==> src/common/fa_cache_pkg.sv <==
package fa_cache_pkg;

	// ------------------------------------------------------------
	// address and data geometry
	// ------------------------------------------------------------
	localparam int BW_WORD_ADDR = 16;                      // core word address
	localparam int BW_BLOCK     = 3;                       // word offset inside a block
	localparam int BLOCK_WORDS  = 8;                       // 1 << BW_BLOCK
	localparam int BW_LINE      = 3;                       // line index
	localparam int CACHE_LINES  = 8;                       // fully associative, 1 << BW_LINE
	localparam int BW_TAG       = BW_WORD_ADDR - BW_BLOCK; // 13 bits of tag
	localparam int BW_DATA      = 32;

	// ------------------------------------------------------------
	// vector types
	// ------------------------------------------------------------
	typedef logic [BW_WORD_ADDR-1:0]     word_addr_t;  // core or memory word address
	typedef logic [BW_TAG-1:0]           tag_t;
	typedef logic [BW_LINE-1:0]          line_idx_t;
	typedef logic [BW_BLOCK-1:0]         word_off_t;
	typedef logic [BW_LINE+BW_BLOCK-1:0] cache_addr_t; // {line, word} into the data ram
	typedef logic [BW_DATA-1:0]          data_t;

	// ------------------------------------------------------------
	// controller fsm
	// ------------------------------------------------------------
	typedef enum logic [2:0] {
		ST_IDLE,         // wait for core, tag lookup
		ST_LOOKUP_DONE,  // hit served, done pulse
		ST_VICTIM,       // victim latched, dirty check
		ST_WRITE_BUFFER, // old block -> write buffer
		ST_WRITE_CMD,    // block write command
		ST_FILL_CMD,     // block read command
		ST_READ_BUFFER,  // read buffer -> data ram
		ST_REPLAY        // second lookup after the fill
	} ctrl_state_t;

endpackage

==> src/common/cache_mem_if.sv <==
interface cache_mem_if import fa_cache_pkg::*; ();

	cache_addr_t addr;  // {line, word}
	logic        wr_en;
	data_t       wdata;
	data_t       rdata; // registered, valid one cycle after addr

	modport controller (
		output addr, wr_en, wdata,
		input  rdata
	);

	modport ram (
		input  addr, wr_en, wdata,
		output rdata
	);

endinterface

==> src/common/tag_cam_if.sv <==
interface tag_cam_if import fa_cache_pkg::*; ();

	// lookup port, combinational
	tag_t                   lookup_tag;
	logic                   hit;
	line_idx_t              hit_line;

	// write port, takes effect on the next edge
	logic                   wr_en;
	line_idx_t              wr_line;
	tag_t                   wr_tag;

	// indexed tag read, used for the writeback address
	line_idx_t              rd_line;
	tag_t                   rd_tag;

	logic [CACHE_LINES-1:0] valid; // one per line

	modport controller (
		output lookup_tag, wr_en, wr_line, wr_tag, rd_line,
		input  hit, hit_line, valid, rd_tag
	);

	modport cam (
		input  lookup_tag, wr_en, wr_line, wr_tag, rd_line,
		output hit, hit_line, valid, rd_tag
	);

endinterface

==> src/controller/cache_controller.sv <==
module cache_controller import fa_cache_pkg::*; (
	input  logic       clock_i,
	input  logic       resetn_i,

	// core side, held by the core until done
	input  logic       core_req_i,
	input  logic       core_rw_i,            // 1 = store
	input  word_addr_t core_addr_i,
	input  data_t      core_data_i,
	output logic       core_done_o,
	output logic       core_hit_o,
	output data_t      core_data_o,

	// memory command port
	input  logic       mem_ready_i,
	output logic       mem_req_o,            // one cycle pulse, block request
	output logic       mem_rw_o,             // 1 = block write
	output word_addr_t mem_addr_o,

	// word buffers toward memory
	input  logic       buffer_read_ready_i,  // fill word at head
	input  data_t      buffer_data_i,
	output logic       buffer_read_ack_o,
	input  logic       buffer_write_ready_i, // space for a writeback word
	output data_t      buffer_data_o,
	output logic       buffer_write_ack_o,

	// tag cam and data ram
	tag_cam_if.controller  cam,
	cache_mem_if.controller ram,

	// line state tracker
	input  line_idx_t  victim_line_i,
	input  logic       victim_dirty_i,
	output logic       fill_done_o,
	output logic       store_hit_o,
	output line_idx_t  store_line_o,
	output logic       writeback_done_o
);

	// ------------------------------------------------------------
	// state and decode
	// ------------------------------------------------------------
	ctrl_state_t state_q, state_d;
	word_off_t   cnt_q, cnt_d;   // word counter for writeback and fill
	line_idx_t   victim_q;       // line being replaced
	logic        miss_q;         // current access missed on first lookup
	tag_t        core_tag;
	word_off_t   core_word;
	logic        lookup_active;

	assign core_tag  = core_addr_i[BW_WORD_ADDR-1:BW_BLOCK];
	assign core_word = core_addr_i[BW_BLOCK-1:0];

	// first lookup from idle, second one after the fill
	assign lookup_active = (state_q == ST_IDLE && core_req_i) || (state_q == ST_REPLAY);

	always_ff @(posedge clock_i) begin
		if (!resetn_i) begin
			state_q <= ST_IDLE;
			cnt_q   <= '0;
			miss_q  <= 1'b0;
		end else begin
			state_q <= state_d;
			cnt_q   <= cnt_d;
			if (state_q == ST_IDLE && core_req_i) begin
				miss_q <= ~cam.hit; // replay keeps the miss flag
			end
		end
	end

	// victim stays fixed until the fill is done
	always_ff @(posedge clock_i) begin
		if (lookup_active && !cam.hit) begin
			victim_q <= victim_line_i;
		end
	end

	// ------------------------------------------------------------
	// next state and strobes
	// ------------------------------------------------------------
	always_comb begin
		state_d          = state_q;
		cnt_d            = cnt_q;

		cam.lookup_tag   = core_tag;
		cam.rd_line      = victim_q;   // old tag for the writeback address
		cam.wr_en        = 1'b0;
		cam.wr_line      = victim_q;
		cam.wr_tag       = core_tag;   // new block comes from the core address

		ram.addr         = {victim_q, cnt_q};
		ram.wr_en        = 1'b0;
		ram.wdata        = core_data_i;

		mem_req_o         = 1'b0;
		buffer_read_ack_o  = 1'b0;
		buffer_write_ack_o = 1'b0;
		fill_done_o       = 1'b0;
		store_hit_o       = 1'b0;
		writeback_done_o  = 1'b0;

		case (state_q)
			ST_IDLE, ST_REPLAY: begin
				if (lookup_active) begin
					if (cam.hit) begin
						ram.addr    = {cam.hit_line, core_word};
						ram.wr_en   = core_rw_i;
						store_hit_o = core_rw_i; // marks the line dirty
						state_d     = ST_LOOKUP_DONE;
					end else begin
						state_d = ST_VICTIM;
					end
				end
			end

			ST_LOOKUP_DONE: begin
				state_d = ST_IDLE;      // rdata for the core is on the bus now
			end

			// ram address already points at word 0 of the victim
			ST_VICTIM: begin
				if (victim_dirty_i) begin
					state_d = ST_WRITE_BUFFER;
				end else begin
					state_d = ST_FILL_CMD;
				end
			end

			ST_WRITE_BUFFER: begin
				if (buffer_write_ready_i) begin
					buffer_write_ack_o = 1'b1;
					cnt_d              = cnt_q + 1'b1;
					ram.addr           = {victim_q, cnt_d}; // prefetch next word
					if (cnt_q == word_off_t'(BLOCK_WORDS - 1)) begin
						state_d = ST_WRITE_CMD;
					end
				end
			end

			// whole block is buffered before the command goes out
			ST_WRITE_CMD: begin
				if (mem_ready_i) begin
					mem_req_o        = 1'b1;
					writeback_done_o = 1'b1;
					state_d          = ST_FILL_CMD;
				end
			end

			ST_FILL_CMD: begin
				if (mem_ready_i) begin
					mem_req_o = 1'b1;
					state_d   = ST_READ_BUFFER;
				end
			end

			ST_READ_BUFFER: begin
				if (buffer_read_ready_i) begin
					buffer_read_ack_o = 1'b1;
					ram.wr_en         = 1'b1;
					ram.wdata         = buffer_data_i;
					cnt_d             = cnt_q + 1'b1;
					if (cnt_q == word_off_t'(BLOCK_WORDS - 1)) begin
						cam.wr_en   = 1'b1; // tag valid with the last word
						fill_done_o = 1'b1;
						state_d     = ST_REPLAY;
					end
				end
			end

			default: begin
				state_d = ST_IDLE;
			end
		endcase
	end

	// ------------------------------------------------------------
	// outputs
	// ------------------------------------------------------------
	assign mem_rw_o   = (state_q == ST_WRITE_CMD);
	assign mem_addr_o = mem_rw_o ? {cam.rd_tag, {BW_BLOCK{1'b0}}}
	                             : {core_tag, {BW_BLOCK{1'b0}}};

	assign buffer_data_o = ram.rdata;          // streamed straight from the ram
	assign core_done_o   = (state_q == ST_LOOKUP_DONE);
	assign core_hit_o    = core_done_o & ~miss_q;
	assign core_data_o   = ram.rdata;
	assign store_line_o  = cam.hit_line;

	// ------------------------------------------------------------
	// protocol checks
	// ------------------------------------------------------------
	// write command and fill read may go out on back to back cycles
	a_req_ready: assert property (@(posedge clock_i) disable iff (!resetn_i)
		mem_req_o |-> mem_ready_i)
		else $error("mem_req_o without mem_ready_i");

	a_read_ack: assert property (@(posedge clock_i) disable iff (!resetn_i)
		buffer_read_ack_o |-> buffer_read_ready_i)
		else $error("read buffer popped while empty");

	a_write_ack: assert property (@(posedge clock_i) disable iff (!resetn_i)
		buffer_write_ack_o |-> buffer_write_ready_i)
		else $error("write buffer pushed while full");

endmodule

==> src/controller/line_state_tracker.sv <==
module line_state_tracker import fa_cache_pkg::*; (
	input  logic                   clock_i,
	input  logic                   resetn_i,
	input  logic [CACHE_LINES-1:0] valid_i,          // from the cam
	input  logic                   fill_done_i,      // one per completed fill
	input  logic                   store_hit_i,
	input  line_idx_t              store_line_i,
	input  logic                   writeback_done_i, // victim block handed to memory
	output line_idx_t              victim_line_o,
	output logic                   victim_dirty_o
);

	logic [CACHE_LINES-1:0] dirty_q;
	line_idx_t              rr_ptr_q; // used once every line is valid

	// lowest invalid line wins, else round robin
	always_comb begin
		victim_line_o = rr_ptr_q;
		for (int i = CACHE_LINES - 1; i >= 0; i--) begin
			if (!valid_i[i]) begin
				victim_line_o = line_idx_t'(i);
			end
		end
	end

	assign victim_dirty_o = dirty_q[victim_line_o];

	// victim does not move between writeback and fill
	always_ff @(posedge clock_i) begin
		if (!resetn_i) begin
			dirty_q  <= '0;
			rr_ptr_q <= '0;
		end else begin
			if (writeback_done_i) begin
				dirty_q[victim_line_o] <= 1'b0;
			end
			if (store_hit_i) begin
				dirty_q[store_line_i] <= 1'b1;
			end
			if (fill_done_i) begin
				rr_ptr_q <= rr_ptr_q + 1'b1; // wraps at CACHE_LINES
			end
		end
	end

	// stores only land on lines the cam holds
	a_dirty_valid: assert property (@(posedge clock_i) disable iff (!resetn_i)
		(dirty_q & ~valid_i) == '0)
		else $error("dirty bit set on an invalid line");

endmodule

==> src/verilog/cache_data_ram.sv <==
module cache_data_ram import fa_cache_pkg::*; (
	input logic      clock_i,
	cache_mem_if.ram ram
);

	// 64 words, line major
	data_t mem_q [CACHE_LINES * BLOCK_WORDS];
	data_t rdata_q;

	// ------------------------------------------------------------
	// single port, read before write
	// ------------------------------------------------------------
	always_ff @(posedge clock_i) begin
		if (ram.wr_en) begin
			mem_q[ram.addr] <= ram.wdata;
		end
		rdata_q <= mem_q[ram.addr]; // old word on a write cycle
	end

	assign ram.rdata = rdata_q;

endmodule

==> src/verilog/fa_cache_top.sv <==
module fa_cache_top import fa_cache_pkg::*; (
	input  logic       clock_i,
	input  logic       resetn_i,

	// core side
	input  logic       core_req_i,
	input  logic       core_rw_i,
	input  word_addr_t core_addr_i,
	input  data_t      core_data_i,
	output logic       core_done_o,
	output logic       core_hit_o,
	output data_t      core_data_o,

	// memory commands
	input  logic       mem_ready_i,
	output logic       mem_req_o,
	output logic       mem_rw_o,
	output word_addr_t mem_addr_o,

	// word buffers
	input  logic       buffer_read_ready_i,
	input  data_t      buffer_data_i,
	output logic       buffer_read_ack_o,
	input  logic       buffer_write_ready_i,
	output data_t      buffer_data_o,
	output logic       buffer_write_ack_o
);

	tag_cam_if   cam_bus ();
	cache_mem_if ram_bus ();

	// tracker handshake
	line_idx_t victim_line;
	logic      victim_dirty;
	logic      fill_done;
	logic      store_hit;
	line_idx_t store_line;
	logic      writeback_done;

	// ------------------------------------------------------------
	// controller and its helpers
	// ------------------------------------------------------------
	cache_controller cache_controller_inst (
		.clock_i              (clock_i),
		.resetn_i             (resetn_i),
		.core_req_i           (core_req_i),
		.core_rw_i            (core_rw_i),
		.core_addr_i          (core_addr_i),
		.core_data_i          (core_data_i),
		.core_done_o          (core_done_o),
		.core_hit_o           (core_hit_o),
		.core_data_o          (core_data_o),
		.mem_ready_i          (mem_ready_i),
		.mem_req_o            (mem_req_o),
		.mem_rw_o             (mem_rw_o),
		.mem_addr_o           (mem_addr_o),
		.buffer_read_ready_i  (buffer_read_ready_i),
		.buffer_data_i        (buffer_data_i),
		.buffer_read_ack_o    (buffer_read_ack_o),
		.buffer_write_ready_i (buffer_write_ready_i),
		.buffer_data_o        (buffer_data_o),
		.buffer_write_ack_o   (buffer_write_ack_o),
		.cam                  (cam_bus.controller),
		.ram                  (ram_bus.controller),
		.victim_line_i        (victim_line),
		.victim_dirty_i       (victim_dirty),
		.fill_done_o          (fill_done),
		.store_hit_o          (store_hit),
		.store_line_o         (store_line),
		.writeback_done_o     (writeback_done)
	);

	line_state_tracker line_state_tracker_inst (
		.clock_i          (clock_i),
		.resetn_i         (resetn_i),
		.valid_i          (cam_bus.valid),  // valid bits straight from the cam
		.fill_done_i      (fill_done),
		.store_hit_i      (store_hit),
		.store_line_i     (store_line),
		.writeback_done_i (writeback_done),
		.victim_line_o    (victim_line),
		.victim_dirty_o   (victim_dirty)
	);

	tag_cam tag_cam_inst (
		.clock_i  (clock_i),
		.resetn_i (resetn_i),
		.cam      (cam_bus.cam)
	);

	cache_data_ram cache_data_ram_inst (
		.clock_i (clock_i),
		.ram     (ram_bus.ram)
	);

endmodule

==> src/verilog/tag_cam.sv <==
module tag_cam import fa_cache_pkg::*; (
	input logic    clock_i,
	input logic    resetn_i,
	tag_cam_if.cam cam
);

	// ------------------------------------------------------------
	// tag store
	// ------------------------------------------------------------
	tag_t                   tags_q [CACHE_LINES];
	logic [CACHE_LINES-1:0] valid_q;
	logic [CACHE_LINES-1:0] match;  // per line compare result

	// a line never goes invalid again once filled
	always_ff @(posedge clock_i) begin
		if (!resetn_i) begin
			valid_q <= '0;
		end else if (cam.wr_en) begin
			valid_q[cam.wr_line] <= 1'b1;
		end
	end

	always_ff @(posedge clock_i) begin
		if (cam.wr_en) begin
			tags_q[cam.wr_line] <= cam.wr_tag;
		end
	end

	// ------------------------------------------------------------
	// parallel lookup
	// ------------------------------------------------------------
	always_comb begin
		for (int i = 0; i < CACHE_LINES; i++) begin
			match[i] = valid_q[i] && (tags_q[i] == cam.lookup_tag);
		end
	end

	// encode matching line, lowest index if ever more than one
	always_comb begin
		cam.hit_line = '0;
		for (int i = CACHE_LINES - 1; i >= 0; i--) begin
			if (match[i]) begin
				cam.hit_line = line_idx_t'(i);
			end
		end
	end

	assign cam.hit    = |match;
	assign cam.valid  = valid_q;
	assign cam.rd_tag = tags_q[cam.rd_line]; // indexed read for writeback

	// controller only fills a tag after it missed
	a_single_match: assert property (@(posedge clock_i) disable iff (!resetn_i)
		$onehot0(match))
		else $error("tag present in more than one line");

endmodule
==> config.mk <==
export PLATFORM = sky130hd
export DESIGN_NAME = fa_cache_top
export DESIGN_NICKNAME = d
export VERILOG_FILES = /design/src/common/fa_cache_pkg.sv /design/src/common/cache_mem_if.sv /design/src/common/tag_cam_if.sv /design/src/controller/cache_controller.sv /design/src/controller/line_state_tracker.sv /design/src/verilog/cache_data_ram.sv /design/src/verilog/fa_cache_top.sv /design/src/verilog/tag_cam.sv
export SDC_FILE = /design/constraint.sdc
export NUM_CORES = 2
export LEC_CHECK = 0
export ABC_AREA = 0
export BUFFER_PORTS_ARGS = -buffer_cell sky130_fd_sc_hd__buf_2
export CORE_ASPECT_RATIO = 1.4
export CORE_MARGIN = 1.5
export CORE_UTILIZATION = 43
export CTS_CLUSTER_SIZE = 14
export DETAILED_ROUTE_END_ITERATION = 6
export GPL_ROUTABILITY_DRIVEN = 1
export MAX_ROUTING_LAYER = met4
export PLACE_DENSITY = 0.64
export RECOVER_POWER = 50
export SLEW_MARGIN = 20
export SYNTH_ARGS = -nofsm -noshare
export SYNTH_HDL_FRONTEND = slang
export SYNTH_SLANG_ARGS = --single-unit
==> constraint.sdc <==
create_clock -name clock_i -period 12.2 [get_ports clock_i]
set_input_delay 1.22 -clock clock_i [delete_from_list [all_inputs] [get_ports clock_i]]
set_output_delay 1.22 -clock clock_i [all_outputs]
set_load 0.02 [all_outputs]
======== Yosys cells after proc, flatten, opt, wreduce, memory -nomap -nowiden ========
Memory sizes are Yosys's and may differ from the RTL's. A register that Yosys moved wholly into a read port is not among the register bits.
Cells that the tools add are included.
cells by class
  reductions and logical operators ........ 22
  eq/ne operators ......................... 23
  order comparisons ....................... 6
  $add $sub $neg .......................... 2
  bitwise gates (word level) .............. 7
  muxes and demuxes ....................... 66
operators by type and width
  operator                                                                       count
  13-bit equality test                                                           8
  3-bit two-way mux                                                              28
  32-bit two-way mux                                                             2
  8-bit two-way mux                                                              3
  1-bit two-way mux                                                              21
  3-bit one-hot mux with 7 select lines                                          1
  16-bit two-way mux                                                             1
  8-bit OR                                                                       2
  3-bit equality test (second input constant)                                    5
  1-bit logical AND                                                              13
  3-bit by 4-bit less-than comparator with 1-bit output (second input constant)  3
  6-bit two-way mux                                                              2
  6-bit one-hot mux with 2 select lines                                          1
  1-bit demux with 3-bit select                                                  3
  3-bit by 1-bit >= comparator with 1-bit output (second input constant)         3
  8-bit AND                                                                      1
  2-bit inequality test (second input constant)                                  4
  8-bit inverter                                                                 1
  8-bit OR reduction                                                             1
  7-bit AND reduction                                                            1
  3-bit by 1-bit adder with 3-bit output (second input constant)                 2
  3-bit by 2-bit equality test with 1-bit output (second input constant)         2
  2-bit by 1-bit inequality test with 1-bit output (second input constant)       3
  3-bit one-hot mux with 2 select lines                                          1
  12 further kinds                                                               14
storage, ports and cells
  input bits .............................. 87
  bits in registers ....................... 29
  memories ................................ 2
  memory bits (writable) .................. 2,152
  logic and storage cells ................. 135
  output and inout port bits .............. 86
memories
  memory                     words  width  rd ports  clocked after Yosys merged registers in  wr ports  line                 text
  cache_data_ram_inst.mem_q  64     32     1         1                                        1         cache_data_ram.sv:7  data_t mem_q [CACHE_LINES * BLOCK_WORDS];
  tag_cam_inst.tags_q        8      13     9         1                                        1         tag_cam.sv:10        tag_t tags_q [CACHE_LINES];

======== Longest topological paths before layout ========
  depth after elaboration ................. 18
  depth in mapped cells ................... 18
  mapped depth without buffers ............ 12

======== Modules after synthesis ========
Synthesis repeated with hierarchy kept, for this count alone.
unflattened totals
  cells, all modules ...................... 4,982
  area total of the unflattened synthesis .. 87,392.6 um2
by module, submodules not included
  module              area each (um2)  seq. area each (um2)  cells each  instances
  cache_data_ram      78,928.2         62,139.6              4,239       1
  tag_cam             5,605.4          3,283.1               349         1
  cache_controller    2,085.8          230.2                 302         1
  line_state_tracker  773.2            220.2                 92          1

======== Worst setup path after synthesis ========
Ideal clock, no wire load.
  kind .................................... input port to flip-flop
  start point ............................. input core_addr_i[4]
  end point ............................... memory cache_data_ram_inst.mem_q[15][0] (netlist name), enable pin
  data arrival time ....................... 5.372 ns
  stages .................................. 16
  buffers on the path ..................... 7
  setup slack ............................. 6.407 ns
  cells stage by stage .................... buf_4 xnor2_1 nand4_1 or4_1 buf_2 nand4_4 o21ai_4 a211o_1 buf_6 buf_6 buf_2 buf_2 buf_2 nor2_1 nand2_1 nor2_1
between the ends
  longest elaborated chain between the ends .. 13
ends and longest elaborated chain
  element                                line                     text
  start: declaration                     fa_cache_top.sv:8        input word_addr_t core_addr_i,
  13-bit equality test                   tag_cam.sv:34            match[i] = valid_q[i] && (tags_q[i] == cam.lookup_tag);
  1-bit logical AND                      tag_cam.sv:34
  3-bit two-way mux (8 in a row)         tag_cam.sv:42            if (match[i]) begin
  6-bit two-way mux                      cache_controller.sv:106  if (cam.hit) begin
  6-bit two-way mux                      cache_controller.sv:105  if (lookup_active) begin
  6-bit one-hot mux with 2 select lines  cache_controller.sv:103  case (state_q)
  end: declaration                       cache_data_ram.sv:7
Several ways; a longest one is shown, not always the timed one.

======== Final worst setup path ========
  start point ............................. input core_addr_i[4]
  end point ............................... register cache_data_ram_inst.rdata_q[23], in the netlist cache_data_ram_inst.ram.rdata[23] (read register of cache_data_ram_inst.mem_q)
between the ends
  longest elaborated chain between the ends .. 13
ends and longest elaborated chain
  element                                  line                     text
  13-bit equality test                     tag_cam.sv:34
  1-bit logical AND                        tag_cam.sv:34
  3-bit two-way mux (8 in a row)           tag_cam.sv:42
  6-bit two-way mux *                      cache_controller.sv:106
  6-bit two-way mux *                      cache_controller.sv:105
  6-bit one-hot mux with 2 select lines *  cache_controller.sv:103
  end: declaration                         cache_data_ram.sv:8      data_t rdata_q;
Mark *: on every way between the ends. The rest lies on a longest branch, timed or not.
A chain may end at the register's enable or synchronous reset.

==> reports/metrics.cfg <==
[synthesis]
ys_ff_latch = 2216
synth_warnings = 0
synth_edf_count = 2155
ys_seq_area_share_pct = 74.1
muxShareOfSynthArea_pct = 5.47
synth-xor-area-share_pct = 1.05
synth_top_area_share_pct = 72.7
synth.cell_area_mm2 = 0.0890
synth_area_leaders = edfxtp_1 73%, nand2_1 5.3%, nand3_1 3.0%, mux2i_1 2.8%, mux4_2 1.5%
synthSimpleGateAreaFrac_pct = 11.4
synth_top_family_by_area = simple AND/OR/NAND/NOR gates
synth_compound_area_share_pct = 5.63
synth.largest_area_cell = edfxtp_1
syn_area_per_cell_um2 = 14.5
synth_cell_types = 72
netlist_instances = 6129
synth_ff_type = edfxtp_1
synthAdderAreaFrac_pct = 0.0422
synth_async_sr_flop_share_pct = 0

[clocking]
clkTransAtPathRegs_ns = 0.07
numCtsBuffers = 207
post_cts_resized = 0
htree_levels = 4
cts_sinks = 2216
cts_tree = built
cts_hold_buf = 0
root_buffer = clkbuf_16
clockBufferDepth = 4
cts_setup_buffers = 0
clk_latency_ns = 0.87

[sta]
hold_viol_final = 0
slew_headroom_pct = -151
rsz0062_at_grt = false
layout_min_cycle_time_ns = 6.99
setup_viol = 0
clock.fmax_ghz = 0.143
finalClockSkew_ns = 0.0569
fin_crit_sh_pct = 57.3
worst_pin_slew_ns = 3.76
slew_violations = 2156
finalSetupTns_ns = 0
hold-worst-slack_ns = 0.483

[job]
drv_cap = 34

[finish]
fill_cells = 17200
finalNetCount = 6328
syn_to_final_growth_pct = 11.5
drive_gt1_share_pct = 11.8
layout_commonest_cell = edfxtp_1
layout_common_cells = 2155 x edfxtp_1, 1244 x nand2_1, 539 x nand3_1

[setup_path]
endpoint_kind = register
required_ns = 12.92
cp.arrival_ns = 7.71
start_kind = primary input
path_max_fanout = 23
critical_path_class = in2reg
cpMaxStageDelayCell = nor4_1
max_stage_delay_ns = 0.93
cp_cell_sequence = clkbuf_1, xnor2_1, nand4_1, nor4_1, nor4bb_1, buf_4, nand2_1, mux2_2, o211a_1, buf_4, a222oi_1, nor4b_2, nand4_1, or3_1

[global_route]
grt_overflow = 0
grt_pass1_vias = 52800
grt_pass1_wl_um = 373000
antenna_found_initial = 13
grt_max_degree = 171
grt_use_total_pct = 25.1

[die]
dieHeight_um = 541
start_util_pct = 43.2
rows = 197
dieWidth_um = 387
dieArea_mm2 = 0.210
core_mm2 = 0.206
ios = 173

[power]
p_per_area_mw_per_mm2 = 174
ir_drop_mv = 0.110
p_leak_nw = 33.3

[routing]
wirelength_um = 260000
drt_first_iter_violations = 6480
via_count = 54500
dr.pass1.iters = 5
via_per_inst = 5.99
drtAntennaViolNets = 0
avgRoutedWirePerCell_um = 28.6
post-route-drc-count = 0

[placement]
dp_hpwl_um = 152000
gp_routability_congestion = 0.885
io_buffers = 169

[hold_path]
min_path_type = reg2reg

[outcome]
status = finished, violations left
violations = capacitance limit, slew limit

-- cell type report --
type / count / area (µm²) / area share (%)
clock inverter: 84 / 599 / 0.604
inverter: 12 / 45.0 / 0.0454
timing repair buffer: 319 / 1920 / 1.94
tap: 2686 / 3360 / 3.39
sequential: 2216 / 65900 / 66.4
antenna: 12 / 30.0 / 0.0303
clock buffer: 285 / 5580 / 5.63
multi-input combinational: 3482 / 21800 / 21.9
-- metal layers --
layer | track usage [%] | routed length, µm | vias to the layer above
met3 | 3.37 | 20300 | 579
met1 | 30.9 | 98600 | 27800
met2 | 42.3 | 131000 | 2618
li1 | - | - | 23500
met5 | - | 0 | -
met4 | 9.26 | 10700 | 0
-- logic make-up (layout without fill, tap and decap cells) --
kind of cell / count (synthesis) / after routing
other cells: 1 / 15
xor+xnor: 107 / 107
mux: 395 / 395
compound gates: 728 / 728
simple gates: 2246 / 2246
buf+inv: 433 / 700
fa+ha+maj: 3 / 3
flops: 2216 / 2216
-- per-stage QoR --
stage / power (mW) / instances / setup WS, ns / util [%] / area [µm²]
2_1_floorplan: 10.5 / 6131 / 6.41 / - / 89000
5_1_grt: 17.8 / 9095 / 4.91 / 48.2 / 99200
3_5_place_dp: 11.4 / 8715 / 4.91 / 45.3 / 93300
6_report: 17.3 / 9096 / 5.21 / 48.2 / 99200
4_1_cts: 17.4 / 9084 / 5.79 / 48.3 / 99500
3_3_place_gp: 11.4 / 8715 / 4.98 / 45.3 / 93300
-- cell usage after synthesis (60+ instances only) --
library cell / count
mux2i_1: 247
mux4_2: 60
dfxtp_1: 61
nand4_1: 92
a211oi_1: 86
a21oi_1: 244
buf_2: 91
nand2_1: 1262
xnor2_1: 105
edfxtp_1: 2155
nor2_1: 135
clkbuf_1: 237
nand3_1: 539
a221oi_1: 82
-- critical path, delay by kind of cell --
kind | cells | cell delay (ns)
AOI/OAI and AO/OA | 2 | 0.81
xor gates and xnor gates | 1 | 0.23
muxes | 1 | 0.72
buffers and inverters | 3 | 1.44
and+or+nand+nor | 7 | 3.25
-- sequential cells by signal, indices dropped and copies added, names as in the netlist, named ones only --
register,flops
cache_data_ram_inst.mem_q,2048
tag_cam_inst.tags_q,104
cache_data_ram_inst.ram.rdata,32
line_state_tracker_inst.dirty_q,8
tag_cam_inst.cam.valid,8
cache_controller_inst.cam.rd_line,3
cache_controller_inst.cnt_q,3
cache_controller_inst.state_q,3
line_state_tracker_inst.rr_ptr_q,3
cache_controller_inst.miss_q,1
-- final timing paths --
kind,from,end,slack [ns],cells past startpoint
max,core_addr_i[4],cache_data_ram_inst.ram.rdata[23]$_DFF_P_,5.21,14
min,line_state_tracker_inst.dirty_q[3]$_SDFF_PN0_,line_state_tracker_inst.dirty_q[3]$_SDFF_PN0_,0.48,2
max reg2reg,cache_controller_inst.state_q[2]$_SDFFE_PN0P_,cache_data_ram_inst.mem_q[60][9]$_DFFE_PP_,5.34,8
min reg2reg,line_state_tracker_inst.dirty_q[3]$_SDFF_PN0_,line_state_tracker_inst.dirty_q[3]$_SDFF_PN0_,0.48,2
-- power breakdown --
group | internal, mW | switching [mW] | total (mW) | leakage [nW]
logic | 0.697 | 1.72 | 2.42 | 10.4
registers | 8.59 | 0.233 | 8.82 | 19.9
clock network | 3.30 | 2.77 | 6.07 | 3.02
total | 12.6 | 4.72 | 17.3 | 33.3
No activity file was read; power rests on OpenSTA's default activity.
